File: src/source/ctrlPkg.sv
`default_nettype none

package ctrlPkg;

    //////////////////////////////
    // opcodes
    //////////////////////////////
    localparam logic [5:0] OpR    = 6'h00;
    localparam logic [5:0] OpJ    = 6'h02;
    localparam logic [5:0] OpAddi = 6'h08;
    localparam logic [5:0] OpLw   = 6'h23;
    localparam logic [5:0] OpSw   = 6'h2b;

    typedef logic [4:0] regAddr_t;

    //////////////////////////////
    // instruction word views
    //////////////////////////////
    typedef struct packed {
        logic [5:0] opcode;
        regAddr_t   rs;
        regAddr_t   rt;
        regAddr_t   rd;
        logic [4:0] shamt;
        logic [5:0] funct;
    } rType_t;

    // j shares the opcode bits of this view
    typedef struct packed {
        logic [5:0]  opcode;
        regAddr_t    rs;
        regAddr_t    rt;
        logic [15:0] imm;
    } iType_t;

    typedef union packed {
        rType_t r;
        iType_t i;
    } instrWord_t;

    typedef enum logic [2:0] {
        SlotIdle,
        SlotDecode,
        SlotExecute,
        SlotMemRead,
        SlotMemWrite,
        SlotPass,
        SlotWriteBack,
        SlotJump
    } slotState_t;

    typedef enum logic {
        PcSeq,
        PcJump
    } pcSrc_t;

    // slot -> arbiter
    typedef struct packed {
        logic fetchReq;
        logic decodingJump;    // next state is SlotJump
        logic memBusy;
        logic started;         // sticky after first fetch
    } slotStatus_t;

    // slot -> merger
    typedef struct packed {
        logic     jump;
        logic     memAccess;
        logic     memWrite;
        logic     regWrite;
        logic     memToReg;
        regAddr_t destAddr;
    } slotCtrl_t;

    // datapath controls
    typedef struct packed {
        logic     pcWrite;
        pcSrc_t   pcSrc;
        logic     irWrite;
        logic     iorD;
        logic     memWrite;
        logic     memToReg;
        logic     regWrite;
        regAddr_t destAddr;
    } pipeCtrl_t;

endpackage

`default_nettype wire

File: src/source/ctrlMerge.sv
`timescale 1ns/1ps
`default_nettype none

module ctrlMerge #(
    parameter int NumSlots = 5
) (
    input  wire                                    fetchGrant,
    input  wire ctrlPkg::slotCtrl_t [NumSlots-1:0] slotCtrl,
    output ctrlPkg::pipeCtrl_t                     ctrl
);

    logic jumpAny;

    //////////////////////////////
    // merge slot controls
    //////////////////////////////
    always_comb
    begin
        ctrl    = '0;
        jumpAny = 1'b0;
        for (int s = 0; s < NumSlots; s++)
        begin
            jumpAny       |= slotCtrl[s].jump;
            ctrl.iorD     |= slotCtrl[s].memAccess;
            ctrl.memWrite |= slotCtrl[s].memWrite;
            ctrl.memToReg |= slotCtrl[s].memToReg;
            ctrl.regWrite |= slotCtrl[s].regWrite;
            // only one slot writes back in a cycle
            if (slotCtrl[s].regWrite)
                ctrl.destAddr = slotCtrl[s].destAddr;
        end

        // fetch and jump never share a cycle
        ctrl.pcWrite = fetchGrant || jumpAny;
        ctrl.pcSrc   = jumpAny ? ctrlPkg::PcJump : ctrlPkg::PcSeq;
        ctrl.irWrite = fetchGrant;
    end

endmodule

`default_nettype wire

File: src/source/fetchArbiter.sv
`timescale 1ns/1ps
`default_nettype none

module fetchArbiter #(
    parameter int NumSlots = 5,
    parameter int JumpHold = 2
) (
    input  wire                                    clk,
    input  wire                                    rst_n,
    input  wire ctrlPkg::slotStatus_t [NumSlots-1:0] status,
    output logic [NumSlots-1:0]                    grant,
    output logic [NumSlots-1:0]                    slotEnable,
    output logic                                   fetchGrant
);

    localparam int HoldW = (JumpHold > 0) ? $clog2(JumpHold + 1) : 1;

    logic             startReg;
    logic             anyMemBusy;
    logic             anyDecodingJump;
    logic             jumpActive;    // some slot sits in SlotJump
    logic [HoldW-1:0] holdCnt;
    logic             fetchOk;
    logic             found;

    //////////////////////////////
    // staggered start
    //////////////////////////////
    always_ff @(posedge clk or negedge rst_n)
    begin
        if (!rst_n)
            startReg <= 1'b0;
        else
            startReg <= 1'b1;
    end

    // each slot wakes once the one before it has fetched
    always_comb
    begin
        slotEnable[0] = startReg;
        for (int k = 1; k < NumSlots; k++)
            slotEnable[k] = status[k-1].started;
    end

    //////////////////////////////
    // blocking conditions
    //////////////////////////////
    always_comb
    begin
        anyMemBusy      = 1'b0;
        anyDecodingJump = 1'b0;
        for (int s = 0; s < NumSlots; s++)
        begin
            anyMemBusy      |= status[s].memBusy;
            anyDecodingJump |= status[s].decodingJump;
        end
    end

    // jump window: decode, SlotJump, then JumpHold more cycles
    always_ff @(posedge clk or negedge rst_n)
    begin
        if (!rst_n)
        begin
            jumpActive <= 1'b0;
            holdCnt    <= '0;
        end
        else
        begin
            jumpActive <= anyDecodingJump;
            if (jumpActive)
                holdCnt <= HoldW'(JumpHold);
            else if (holdCnt != '0)
                holdCnt <= holdCnt - 1'b1;
        end
    end

    assign fetchOk = !anyMemBusy && !anyDecodingJump && !jumpActive && (holdCnt == '0);

    // lowest index wins
    always_comb
    begin
        grant = '0;
        found = 1'b0;
        for (int s = 0; s < NumSlots; s++)
        begin
            if (fetchOk && status[s].fetchReq && !found)
            begin
                grant[s] = 1'b1;
                found    = 1'b1;
            end
        end
    end

    assign fetchGrant = found;

endmodule

`default_nettype wire

File: src/source/instrSlot.sv
`timescale 1ns/1ps
`default_nettype none

module instrSlot #(
    parameter int NumSlots = 5
) (
    input  wire                        clk,
    input  wire                        rst_n,
    input  wire                        enable,
    input  wire                        grant,
    input  wire ctrlPkg::instrWord_t   instruction,
    output ctrlPkg::slotStatus_t       status,
    output ctrlPkg::slotCtrl_t         slotCtrl
);

    // five-cycle instructions need five slots to keep fetch going
    if (NumSlots < 5)
    begin : gSlotCountCheck
        $error("instrSlot needs NumSlots of at least 5");
    end

    ctrlPkg::slotState_t state;
    ctrlPkg::slotState_t nextState;
    ctrlPkg::instrWord_t instrReg;    // word latched at grant
    ctrlPkg::regAddr_t   destAddr;
    logic [5:0]          opcode;
    logic                started;
    logic                isLw;
    logic                isSw;
    logic                writesBack;

    //////////////////////////////
    // decode through the union
    //////////////////////////////
    assign opcode     = instrReg.r.opcode;
    assign isLw       = (opcode == ctrlPkg::OpLw);
    assign isSw       = (opcode == ctrlPkg::OpSw);
    assign writesBack = (opcode == ctrlPkg::OpR) || (opcode == ctrlPkg::OpAddi);
    assign destAddr   = (opcode == ctrlPkg::OpR) ? instrReg.r.rd : instrReg.i.rt;

    always_ff @(posedge clk)
    begin
        if (grant)
            instrReg <= instruction;
    end

    //////////////////////////////
    // state machine
    //////////////////////////////
    always_comb
    begin
        nextState = state;
        case (state)
            ctrlPkg::SlotIdle:
                if (grant)
                    nextState = ctrlPkg::SlotDecode;
            ctrlPkg::SlotDecode:
                if (opcode == ctrlPkg::OpJ)
                    nextState = ctrlPkg::SlotJump;
                else
                    nextState = ctrlPkg::SlotExecute;
            ctrlPkg::SlotExecute:
            begin
                if (isLw)
                    nextState = ctrlPkg::SlotMemRead;
                else if (isSw)
                    nextState = ctrlPkg::SlotMemWrite;
                else
                    nextState = ctrlPkg::SlotPass;
            end
            ctrlPkg::SlotMemRead:
                nextState = ctrlPkg::SlotWriteBack;
            ctrlPkg::SlotMemWrite:
                nextState = ctrlPkg::SlotIdle;    // sw ends here
            ctrlPkg::SlotPass:
                nextState = writesBack ? ctrlPkg::SlotWriteBack : ctrlPkg::SlotIdle;
            ctrlPkg::SlotWriteBack:
                nextState = ctrlPkg::SlotIdle;
            ctrlPkg::SlotJump:
                nextState = ctrlPkg::SlotIdle;
            default:
                nextState = ctrlPkg::SlotIdle;
        endcase
    end

    always_ff @(posedge clk or negedge rst_n)
    begin
        if (!rst_n)
        begin
            state   <= ctrlPkg::SlotIdle;
            started <= 1'b0;
        end
        else
        begin
            state <= nextState;
            if (grant)
                started <= 1'b1;
        end
    end

    //////////////////////////////
    // outputs from state
    //////////////////////////////
    assign status.fetchReq     = enable && (state == ctrlPkg::SlotIdle);
    // next state is SlotJump, without going through the grant path
    assign status.decodingJump = (state == ctrlPkg::SlotDecode) && (opcode == ctrlPkg::OpJ);
    assign status.memBusy      = (state == ctrlPkg::SlotMemRead) ||
                                 (state == ctrlPkg::SlotMemWrite);
    assign status.started      = started;

    assign slotCtrl.jump      = (state == ctrlPkg::SlotJump);
    assign slotCtrl.memAccess = status.memBusy;
    assign slotCtrl.memWrite  = (state == ctrlPkg::SlotMemWrite);
    assign slotCtrl.regWrite  = (state == ctrlPkg::SlotWriteBack);
    assign slotCtrl.memToReg  = (state == ctrlPkg::SlotWriteBack) && isLw;
    assign slotCtrl.destAddr  = destAddr;    // merger picks the writing slot

endmodule

`default_nettype wire

File: src/source/pipeControl.sv
`timescale 1ns/1ps
`default_nettype none

module pipeControl #(
    parameter int NumSlots = 5,
    parameter int JumpHold = 2
) (
    input  wire                      clk,
    input  wire                      rst_n,
    input  wire ctrlPkg::instrWord_t instruction,
    output ctrlPkg::pipeCtrl_t       ctrl
);

    ctrlPkg::slotStatus_t [NumSlots-1:0] status;
    ctrlPkg::slotCtrl_t   [NumSlots-1:0] slotCtrl;
    logic [NumSlots-1:0]                 grant;
    logic [NumSlots-1:0]                 slotEnable;
    logic                                fetchGrant;

    fetchArbiter #(
        .NumSlots (NumSlots),
        .JumpHold (JumpHold)
    ) uArbiter (
        .clk        (clk),
        .rst_n      (rst_n),
        .status     (status),
        .grant      (grant),
        .slotEnable (slotEnable),
        .fetchGrant (fetchGrant)
    );

    //////////////////////////////
    // instruction slots
    //////////////////////////////
    for (genvar s = 0; s < NumSlots; s++)
    begin : gSlot
        instrSlot #(
            .NumSlots (NumSlots)
        ) uSlot (
            .clk         (clk),
            .rst_n       (rst_n),
            .enable      (slotEnable[s]),
            .grant       (grant[s]),
            .instruction (instruction),
            .status      (status[s]),
            .slotCtrl    (slotCtrl[s])
        );
    end

    ctrlMerge #(
        .NumSlots (NumSlots)
    ) uMerge (
        .fetchGrant (fetchGrant),
        .slotCtrl   (slotCtrl),
        .ctrl       (ctrl)
    );

endmodule

`default_nettype wire

File: config.mk
export PLATFORM = sky130hd
export DESIGN_NAME = pipeControl
export DESIGN_NICKNAME = d
export VERILOG_FILES = /design/src/source/ctrlPkg.sv /design/src/source/ctrlMerge.sv /design/src/source/fetchArbiter.sv /design/src/source/instrSlot.sv /design/src/source/pipeControl.sv
export SDC_FILE = /design/constraint.sdc
export NUM_CORES = 1
export LEC_CHECK = 0
export BUFFER_PORTS_ARGS = -buffer_cell sky130_fd_sc_hd__buf_2
export CORE_MARGIN = 10
export CORE_UTILIZATION = 55
export CTS_CLUSTER_DIAMETER = 100
export DETAILED_ROUTE_END_ITERATION = 10
export GPL_ROUTABILITY_DRIVEN = 0
export PLACE_DENSITY = 0.75
export SLEW_MARGIN = 25
export SYNTH_ARGS = -nofsm -noshare
export SYNTH_HDL_FRONTEND = slang
export SYNTH_HIERARCHICAL = 1
export SYNTH_SLANG_ARGS = --single-unit
export TNS_END_PERCENT = 5
File: constraint.sdc
create_clock -name clk -period 2.9 [get_ports clk]
set_input_delay 0.435 -clock clk [delete_from_list [all_inputs] [get_ports clk]]
set_output_delay 0.435 -clock clk [all_outputs]
set_load 0.005 [all_outputs]
==> metrics.yaml, run 1 <==
power_and_ir_drop:
  ir_drop_mv: 0.374
  p_leak_nw: 2.25
  power-per-cell-area_nw_per_um2: 770
timing:
  fin_worst_skew_ns: 0.0145
  hold_viol_final: 0
  maxSlewHeadroom: 0.514
  period_share: 0.955
  setup_viol: 0
  clock.fmax_mhz: 361
  slew_violations: 0
  whs_ns: 0.0280
  worst_slew_pin_slew_ns: 0.719
  rsz0062_at_grt: "no"
  fin_crit_ns: 2.77
  tns_ns: 0
drt:
  viasPerCell: 6.04
  ant_nets: 0
  routed_wirelength_um: 9860
  first_pass_iters: 4
  vias: 3015
  wl_per_cell_um: 19.7
  drtIter0Drc: 127
  post-route-drc-count: 0
worst_setup_path:
  crit_path_end_kind: "output port"
  timing.rr.end: "gSlot[1].uSlot/state[0]"
  critPathLaunchType: "flop"
  reg2reg_from: "gSlot[1].uSlot/state[2]"
  r2r.worst_path.cells: 8
  rrSetupSlack_ns: 0.49
  cp.arrival_ns: 2.33
  worstSetupPathType: "reg -> out"
  worstPathMaxFanout: 5
  required_ns: 2.47
global_route:
  grt_pass1_wl_um: 16000
  grt_pass1_vias: 3046
  antenna_found_initial: 0
  grt-ovfl-total: 0
  grt_max_degree: 24
  gr-usage-all-layers: 0.152
final_layout:
  final_cell_mix: "edfxtp_1, buf_2, mux2_4"
  nFillCells: 699
  area_growth_pct: 6.34
  drive_gt1_frac: 0.317
  layout_commonest_cell: "edfxtp_1"
  fin_util: 0.596
  nNetsFinal: 418
  antenna_cells: 0
clock_tree:
  ctsHoldBuffers: 0
  clk_pin_slew_ns: 0.11
  cts-buffers-inserted: 9
  root_buffer: "clkbuf_8"
  clk_latency_ns: 0.36
  htreeDepth: 3
  cts_tree: "done"
  clk_path_buf_depth: 2
  cts_sinks: 103
job:
  max-cap-violations: 0
floorplan:
  die_y_um: 117
  die_area_um2: 13600
  io_pins: 46
  initial_core_util: 0.561
  die_width_um: 117
  row_count: 35
  coreArea_um2: 9150
hold_path:
  worstHoldPathType: "in -> async"
place:
  dp_hpwl_um: 6890
  numPortBuffers: 29
logic_synthesis:
  synthCells: 369
  postSynthAreaPerCell_um2: 13.9
  synth_nets: 404
  synth_warnings: 6
  synth_area_um2: 5130
run_status:
  outcome: "complete, no violations"
==> critical path: stages (launching register included) <==
cell,delay (ns)
edfxtp_1,0.45
nor3_4,0.26
nand3b_4,0.19
mux2_4,0.34
a21oi_1,0.19
a221oi_1,0.11
a221o_2,0.31
buf_2,0.13
==> sequential cells by signal, summed over array words and instances (netlist names) <==
name                  count
gSlot.uSlot/started       4
uArbiter/jumpActive       1
uArbiter/startReg         1
gSlot.uSlot/state        15
gSlot.uSlot/instrReg     80
uArbiter/holdCnt          2
==> worst max path at each step <==
stage | from | end | slack (ns) | cells past startpoint
floorplan | gSlot[3].uSlot/state[0] | gSlot[3].uSlot/state[0] | 0.49 | 10
global placement | gSlot[1].uSlot/instrReg[31] | ctrl[3] | 0.57 | 7
detailed placement | gSlot[0].uSlot/state[1] | gSlot[4].uSlot/state[0] | 0.48 | 6
CTS | gSlot[1].uSlot/instrReg[31] | ctrl[2] | 0.08 | 7
global route | gSlot[4].uSlot/state[2] | ctrl[11] | 0.005 | 7
finish | gSlot[1].uSlot/instrReg[26] | ctrl[2] | 0.13 | 7
==> per-stage QoR <==
step	instance area (µm²)	setup slack, ns	cells	total power, mW
global route	5460	0.00528	499	4.45
global placement	5260	0.573	482	3.31
CTS	5450	0.0796	498	4.23
finish	5460	0.131	499	4.20
detailed placement	5260	0.478	482	3.37
floorplan	5130	0.494	369	3.15
==> power by group <==
group | internal (mW) | total, mW | switching (mW)
sequential | 1.82 | 2.16 | 0.345
combinational | 0.611 | 1.18 | 0.566
clock | 0.336 | 0.864 | 0.527
==> per-layer routing <==
metal	GRT usage	wire [µm]
met5	0	0
met4	0.0453	110
met3	0.0324	443
met2	0.274	5250
met1	0.178	4050
==> layout make-up <==
type | count | area (µm²) | share of cell area
clock buffer | 10 | 128 | 0.0234
sequential | 103 | 2980 | 0.546
tap | 111 | 139 | 0.0254
inverter | 10 | 37.5 | 0.00688
multi-input combinational | 223 | 1920 | 0.352
clock inverter | 6 | 57.6 | 0.0105
timing repair buffer | 36 | 198 | 0.0362
==> timing repair <==
item,CTS,global route
resized for setup,0,1
endpoints found under the setup margin,0,2
setup buffers,0,1
(Power assumes the default switching activity.)
==> run 2: changes to the inputs <==
--- a/config.mk
+++ b/config.mk
@@ -11,10 +11,10 @@
 export CTS_CLUSTER_DIAMETER = 100
 export DETAILED_ROUTE_END_ITERATION = 10
 export GPL_ROUTABILITY_DRIVEN = 0
+export GPL_TIMING_DRIVEN = 0
 export PLACE_DENSITY = 0.75
 export SLEW_MARGIN = 25
 export SYNTH_ARGS = -nofsm -noshare
 export SYNTH_HDL_FRONTEND = slang
-export SYNTH_HIERARCHICAL = 1
 export SYNTH_SLANG_ARGS = --single-unit
 export TNS_END_PERCENT = 5
==> run 2 against run 1 <==
Effect of this change: clock power up 3.6%; clock skew hardly changed; synthesized area shrank 7.6%; sequential share of layout area up 0.090 points; hold slack got worse by 0.0082 ns; critical endpoint is now ctrl[9]; largest cell class unchanged; highest routed layer unchanged.
==> metrics.yaml, run 2 <==
drt:
  viasPerCell: 6.36
  vias: 3487
  first_pass_iters: 5
  wl_per_cell_um: 21.2
  drtIter0Drc: 343
  ant_nets: 0
  routed_wirelength_um: 11600
  post-route-drc-count: 0
timing:
  slew_violations: 0
  worst_slew_pin_slew_ns: 0.992
  clock.fmax_mhz: 352
  period_share: 0.979
  rsz0062_at_grt: "yes"
  hold_viol_final: 0
  tns_ns: 0
  setup_ws_ns: 0.0620
  fin_crit_ns: 2.84
  setup_viol: 0
  fin_worst_skew_ns: 0.0146
  maxSlewHeadroom: 0.334
final_layout:
  drive_gt1_frac: 0.248
  final_cell_mix: "edfxtp_1, buf_2, nand3_1"
  antenna_cells: 0
  layout_commonest_cell: "edfxtp_1"
  nNetsFinal: 473
  largest_register_ffs: 80
  top_register: "gSlot.uSlot.instrReg"
  nFillCells: 630
  reg_top3: "gSlot.uSlot.instrReg (80), gSlot.uSlot.state (15), gSlot.uSlot.started (4)"
  area_growth_pct: 14.8
floorplan:
  coreArea_um2: 8300
  die_width_um: 113
  die_y_um: 113
  die_area_um2: 12700
  row_count: 33
  initial_core_util: 0.572
  io_pins: 46
logic_synthesis:
  synth_area_leader_cell: "edfxtp_1"
  synth_nets: 417
  synth_area_um2: 4740
  yosys-top-cells-area: "edfxtp_1, dfrtp_1, nand3_1"
  netlist_top_cells_count: "edfxtp_1, nand3_1, o21ai_0"
  async_flop_share: 0.223
  synth_seq_area_share: 0.628
  synth_top_area_frac: 0.506
  synth_edf_count: 80
  synth_warnings: 0
  postSynthAreaPerCell_um2: 12.4
  synth_cell_types: 61
  synth-main-ff-cell: "edfxtp_1"
  synthCells: 382
  yosysMostFrequentCell: "edfxtp_1"
  ys_ff_latch: 103
clock_tree:
  root_buffer: "clkbuf_8"
  clk_pin_slew_ns: 0.11
  clk_latency_ns: 0.38
  htreeDepth: 3
  ctsHoldBuffers: 0
  cts_sinks: 103
  cts_tree: "done"
  cts-buffers-inserted: 9
  clk_path_buf_depth: 2
worst_setup_path:
  crit_path_end_kind: "output port"
  cp.arrival_ns: 2.40
  required_ns: 2.47
  r2r.worst_path.cells: 6
  reg2reg_from: "gSlot[3].uSlot.state[1]"
  worstPathMaxFanout: 10
  rrSetupSlack_ns: 0.22
  worstSetupPathType: "reg -> out"
  timing.rr.end: "gSlot[4].uSlot.instrReg[26]"
  critPathLaunchType: "flop"
place:
  dp_slack_ns: -0.0157
  numPortBuffers: 29
  dp_hpwl_um: 8100
job:
  max-cap-violations: 0
global_route:
  grt_pass1_vias: 3345
  grt-ovfl-total: 0
  grt_max_degree: 24
  antenna_found_initial: 0
  grt_pass1_wl_um: 17900
  gr-usage-all-layers: 0.177
power_and_ir_drop:
  ir_drop_mv: 0.377
  p_leak_nw: 1.96
  power-per-cell-area_nw_per_um2: 785
run_status:
  outcome: "complete, no violations"
hold_path:
  worstHoldPathType: "in -> async"
-- run 2: worst max path at each step --
| stage | start | end | slack [ns] | depth (start not counted) |
|---|---|---|---|---|
| 3_3_place_gp | gSlot[3].uSlot.state[1] | gSlot[0].uSlot.instrReg[11] | -1.20 | 5 |
| 6_report | gSlot[1].uSlot.state[2] | ctrl[9] | 0.06 | 8 |
| 5_1_grt | gSlot[3].uSlot.instrReg[26] | ctrl[9] | -0.04 | 9 |
| 2_1_floorplan | gSlot[4].uSlot.instrReg[27] | gSlot[0].uSlot.instrReg[11] | -0.05 | 6 |
| 3_5_place_dp | gSlot[3].uSlot.state[1] | gSlot[3].uSlot.instrReg[16] | -0.02 | 5 |
| 4_1_cts | gSlot[3].uSlot.instrReg[26] | ctrl[2] | 0.01 | 6 |
-- run 2: final cells by class --
type / count / area, µm² / share of cell area
inverters: 11 / 41.3 / 0.00758
clock inverters: 7 / 81.3 / 0.0149
flip-flops and latches: 103 / 2980 / 0.547
repair buffers: 45 / 285 / 0.0524
plain buffers: 20 / 123 / 0.0225
well taps: 105 / 131 / 0.0241
clock buffers: 9 / 124 / 0.0227
multi-input cells: 248 / 1680 / 0.309
-- run 2: metal layers --
metal | up-vias | track usage | part of all wire
li1 | 1589 | - | -
met1 | 1729 | 0.234 | 0.43
met2 | 149 | 0.285 | 0.48
met3 | 20 | 0.0365 | 0.075
met4 | 0 | 0.0541 | 0.017
met5 | - | 0 | 0
-- run 2: cell families after synthesis --
kind of cell / share of synthesized area
AND/OR/NAND/NOR: 0.181
flip-flops: 0.628
AO/OA/AOI/OAI: 0.128
buffers and inverters: 0.0340
multiplexers: 0.0232
adder cells (fa/ha/maj): 0.00264
other: 0.000791
XOR/XNOR: 0.00185
-- run 2: worst max-delay path, cell delays in order, from the launching register on --
cell     delay, ns
dfrtp_1       0.39
buf_2         0.19
nor4b_1       0.65
nor4_1        0.22
nand2_1       0.13
nand3_1       0.11
nor2_1        0.13
buf_4         0.11
buf_2         0.10
-- run 2: through the flow --
step	std cells	util	area, µm²	hold slack (ns)	power (mW)
2_1_floorplan	382	-	4750	0.139	2.91
3_3_place_gp	516	0.605	5020	0.435	3.23
3_5_place_dp	521	0.614	5090	0.435	3.34
4_1_cts	541	0.646	5360	0.0280	4.24
5_1_grt	548	0.656	5450	0.0529	4.49
6_report	548	0.656	5450	0.0198	4.27
-- run 2: timing repair --
action,CTS,global route
pin swaps,3,1
resized for setup,3,8
buffers inserted,4,7
hold endpoints to repair,0,0
setup endpoints to repair,23,21
-- run 2: power by group --
group	total [mW]	internal [mW]	switching [mW]
combinational	1.37	0.547	0.821
clock	0.895	0.344	0.550
sequential	2.01	1.88	0.134
==> run 3: changes to the inputs <==
--- a/config.mk
+++ b/config.mk
@@ -7,12 +7,12 @@
 export LEC_CHECK = 0
 export BUFFER_PORTS_ARGS = -buffer_cell sky130_fd_sc_hd__buf_2
 export CORE_MARGIN = 10
-export CORE_UTILIZATION = 55
+export CORE_UTILIZATION = 50
 export CTS_CLUSTER_DIAMETER = 100
 export DETAILED_ROUTE_END_ITERATION = 10
 export GPL_ROUTABILITY_DRIVEN = 0
 export GPL_TIMING_DRIVEN = 0
-export PLACE_DENSITY = 0.75
+export PLACE_DENSITY = 0.69
 export SLEW_MARGIN = 25
 export SYNTH_ARGS = -nofsm -noshare
 export SYNTH_HDL_FRONTEND = slang
==> run 3 against run 2 <==
Effect of this change: count of clock-buffer cells in the layout rose by 1; wire length is 4.0% lower; clock power decreased by 6.3%; global-route usage decreased by 1.4 points; non-clock buffer count down 8; first-iteration DRC count up 5.2%; sequential share of layout area increased by 0.57 points; combinational power decreased by 4%; clock skew fell by 0.00053 ns; core utilization fell by 7.3 points; critical path type unchanged; critical endpoint is now ctrl[3]; largest power group unchanged.
==> metrics.yaml, run 3 (synthesis results as in run 2) <==
global_route:
  grt_pass1_vias: 3262
  grt_pass1_wl_um: 17900
  antenna_found_initial: 0
  grt-ovfl-total: 0
  gr-usage-all-layers: 0.163
  grt_max_degree: 24
final_layout:
  layout_commonest_cell: "edfxtp_1"
  final_cell_mix: "edfxtp_1, buf_2, nand3_1"
  drive_gt1_frac: 0.223
  area_growth_pct: 13.6
  nNetsFinal: 465
  fin_cells: 564
  reg_top3: "gSlot.uSlot.instrReg (80), gSlot.uSlot.state (15), gSlot.uSlot.started (4)"
  top_register: "gSlot.uSlot.instrReg"
  antenna_cells: 0
  largest_register_ffs: 80
worst_setup_path:
  cp-startpoint: "gSlot[4].uSlot.state[0]"
  reg2reg_from: "gSlot[1].uSlot.state[0]"
  cp.arrival_ns: 2.43
  rrSetupSlack_ns: 0.23
  critPathLaunchType: "flop"
  cpPeakStageDelay_ns: 0.36
  required_ns: 2.47
  worstSetupPathType: "reg -> out"
  cp_common_cell: "nand3_1"
  cp_num_buf_inv: 2
  crit_path_end_kind: "output port"
  cp_cell_sequence: "clkbuf_1, nand3b_1, nand3_1, nor2_1, nand3_1, o221ai_1, buf_2"
  worstPathMaxFanout: 10
  r2r.worst_path.cells: 7
  crit_path_end: "ctrl[3]"
  timing.rr.end: "gSlot[4].uSlot.instrReg[18]"
  cp.depth: 7
  cp_slowest_cell: "dfrtp_1"
  cp_top_family: "simple AND/OR/NAND/NOR gates"
timing:
  whs_ns: 0.00949
  setup_ws_ns: 0.0392
  maxSlewHeadroom: 0.339
  period_share: 0.986
  worst_slew_pin_slew_ns: 0.983
  hold_viol_final: 0
  slew_violations: 0
  rsz0062_at_grt: "yes"
  fin_worst_skew_ns: 0.0141
  clock.fmax_mhz: 350
  fin_crit_ns: 2.86
  setup_viol: 0
clock_tree:
  clk_pin_slew_ns: 0.10
  root_buffer: "clkbuf_8"
  clk_path_buf_depth: 2
  cts_sinks: 103
  ctsHoldBuffers: 0
  htreeDepth: 3
  clk_latency_ns: 0.38
  cts-buffers-inserted: 9
  cts_tree: "done"
floorplan:
  die_area_um2: 13800
  io_pins: 46
  coreArea_um2: 9240
  initial_core_util: 0.513
  die_y_um: 117
  row_count: 35
  die_width_um: 117
run_status:
  outcome: "complete, no violations"
drt:
  vias: 3363
  routed-wl-met2_um: 5120
  wl_per_cell_um: 19.8
  wl_met1_um: 5170
  viasPerCell: 5.96
  maxUsedRoutingLayer: "met4"
  ant_nets: 0
  drtIter0Drc: 361
  routed_wirelength_um: 11200
  wl_met3_um: 528
  first_pass_iters: 5
  post-route-drc-count: 0
place:
  dp_hpwl_um: 7880
  numPortBuffers: 29
  dp.cells: 544
  dp_slack_ns: 0.0223
power_and_ir_drop:
  p_leak_nw: 1.90
  ir_drop_mv: 0.439
  comb_power_share: 0.317
  switching_power_mw: 1.43
  power-per-cell-area_nw_per_um2: 773
  p_seq_frac: 0.482
  intPower_mw: 2.74
  p_sw_frac: 0.343
  p_clk_frac: 0.202
hold_path:
  worstHoldPathType: "in -> async"
job:
  max-cap-violations: 0
run 3: repair_timing:
action                     in CTS  in global routing
buffers inserted                3                  1
gates resized for setup         4                  3
setup endpoints to repair       7                 44
pin swaps                       2                  2
cloned                          0                  0
run 3: through the flow:
step / power, mW / area, µm² / setup TNS [ns] / util
global route: 4.43 / 5390 / -0.494 / 0.583
floorplan: 2.91 / 4750 / -0.742 / -
detailed placement: 3.31 / 5120 / 0 / 0.554
CTS: 4.16 / 5340 / 0 / 0.578
finish: 4.16 / 5390 / 0 / 0.583
global placement: 3.23 / 5050 / -44.55 / 0.547
run 3: worst min-delay path by stage:
stage               start                       to  slack [ns]
finish              rst_n  gSlot[0].uSlot.state[0]       0.009
global route        rst_n  gSlot[0].uSlot.state[2]        0.04
CTS                 rst_n  gSlot[2].uSlot.state[0]        0.02
detailed placement  rst_n      uArbiter.holdCnt[1]        0.44
global placement    rst_n      uArbiter.holdCnt[0]        0.43
floorplan           rst_n   gSlot[0].uSlot.started        0.14
run 3: per-layer routing:
metal  vias up  global-route usage
met5         -                   0
met4         0              0.0743
met3        22              0.0345
met2       102               0.238
met1      1665               0.226
li1       1574                   -
run 3: power groups by stage:
stage / combinational [mW] / sequential [mW] / clock (mW)
finish: 1.32 / 2.01 / 0.839
global route: 1.46 / 2.04 / 0.927
CTS: 1.29 / 2.00 / 0.864
detailed placement: 1.28 / 2.03 / 0
global placement: 1.20 / 2.03 / 0
floorplan: 0.909 / 2.00 / 0
run 3: area by class of cell:
| class | count | area (µm²) |
|---|---|---|
| Fill cell | 744 | 3850 |
| Sequential cell | 103 | 2980 |
| Multi-Input combinational cell | 248 | 1680 |
| Timing Repair Buffer | 37 | 225 |
| Tap cell | 129 | 161 |
| Clock buffer | 10 | 128 |
| Buffer | 20 | 120 |
| Clock inverter | 6 | 56.3 |
| Inverter | 11 | 41.3 |
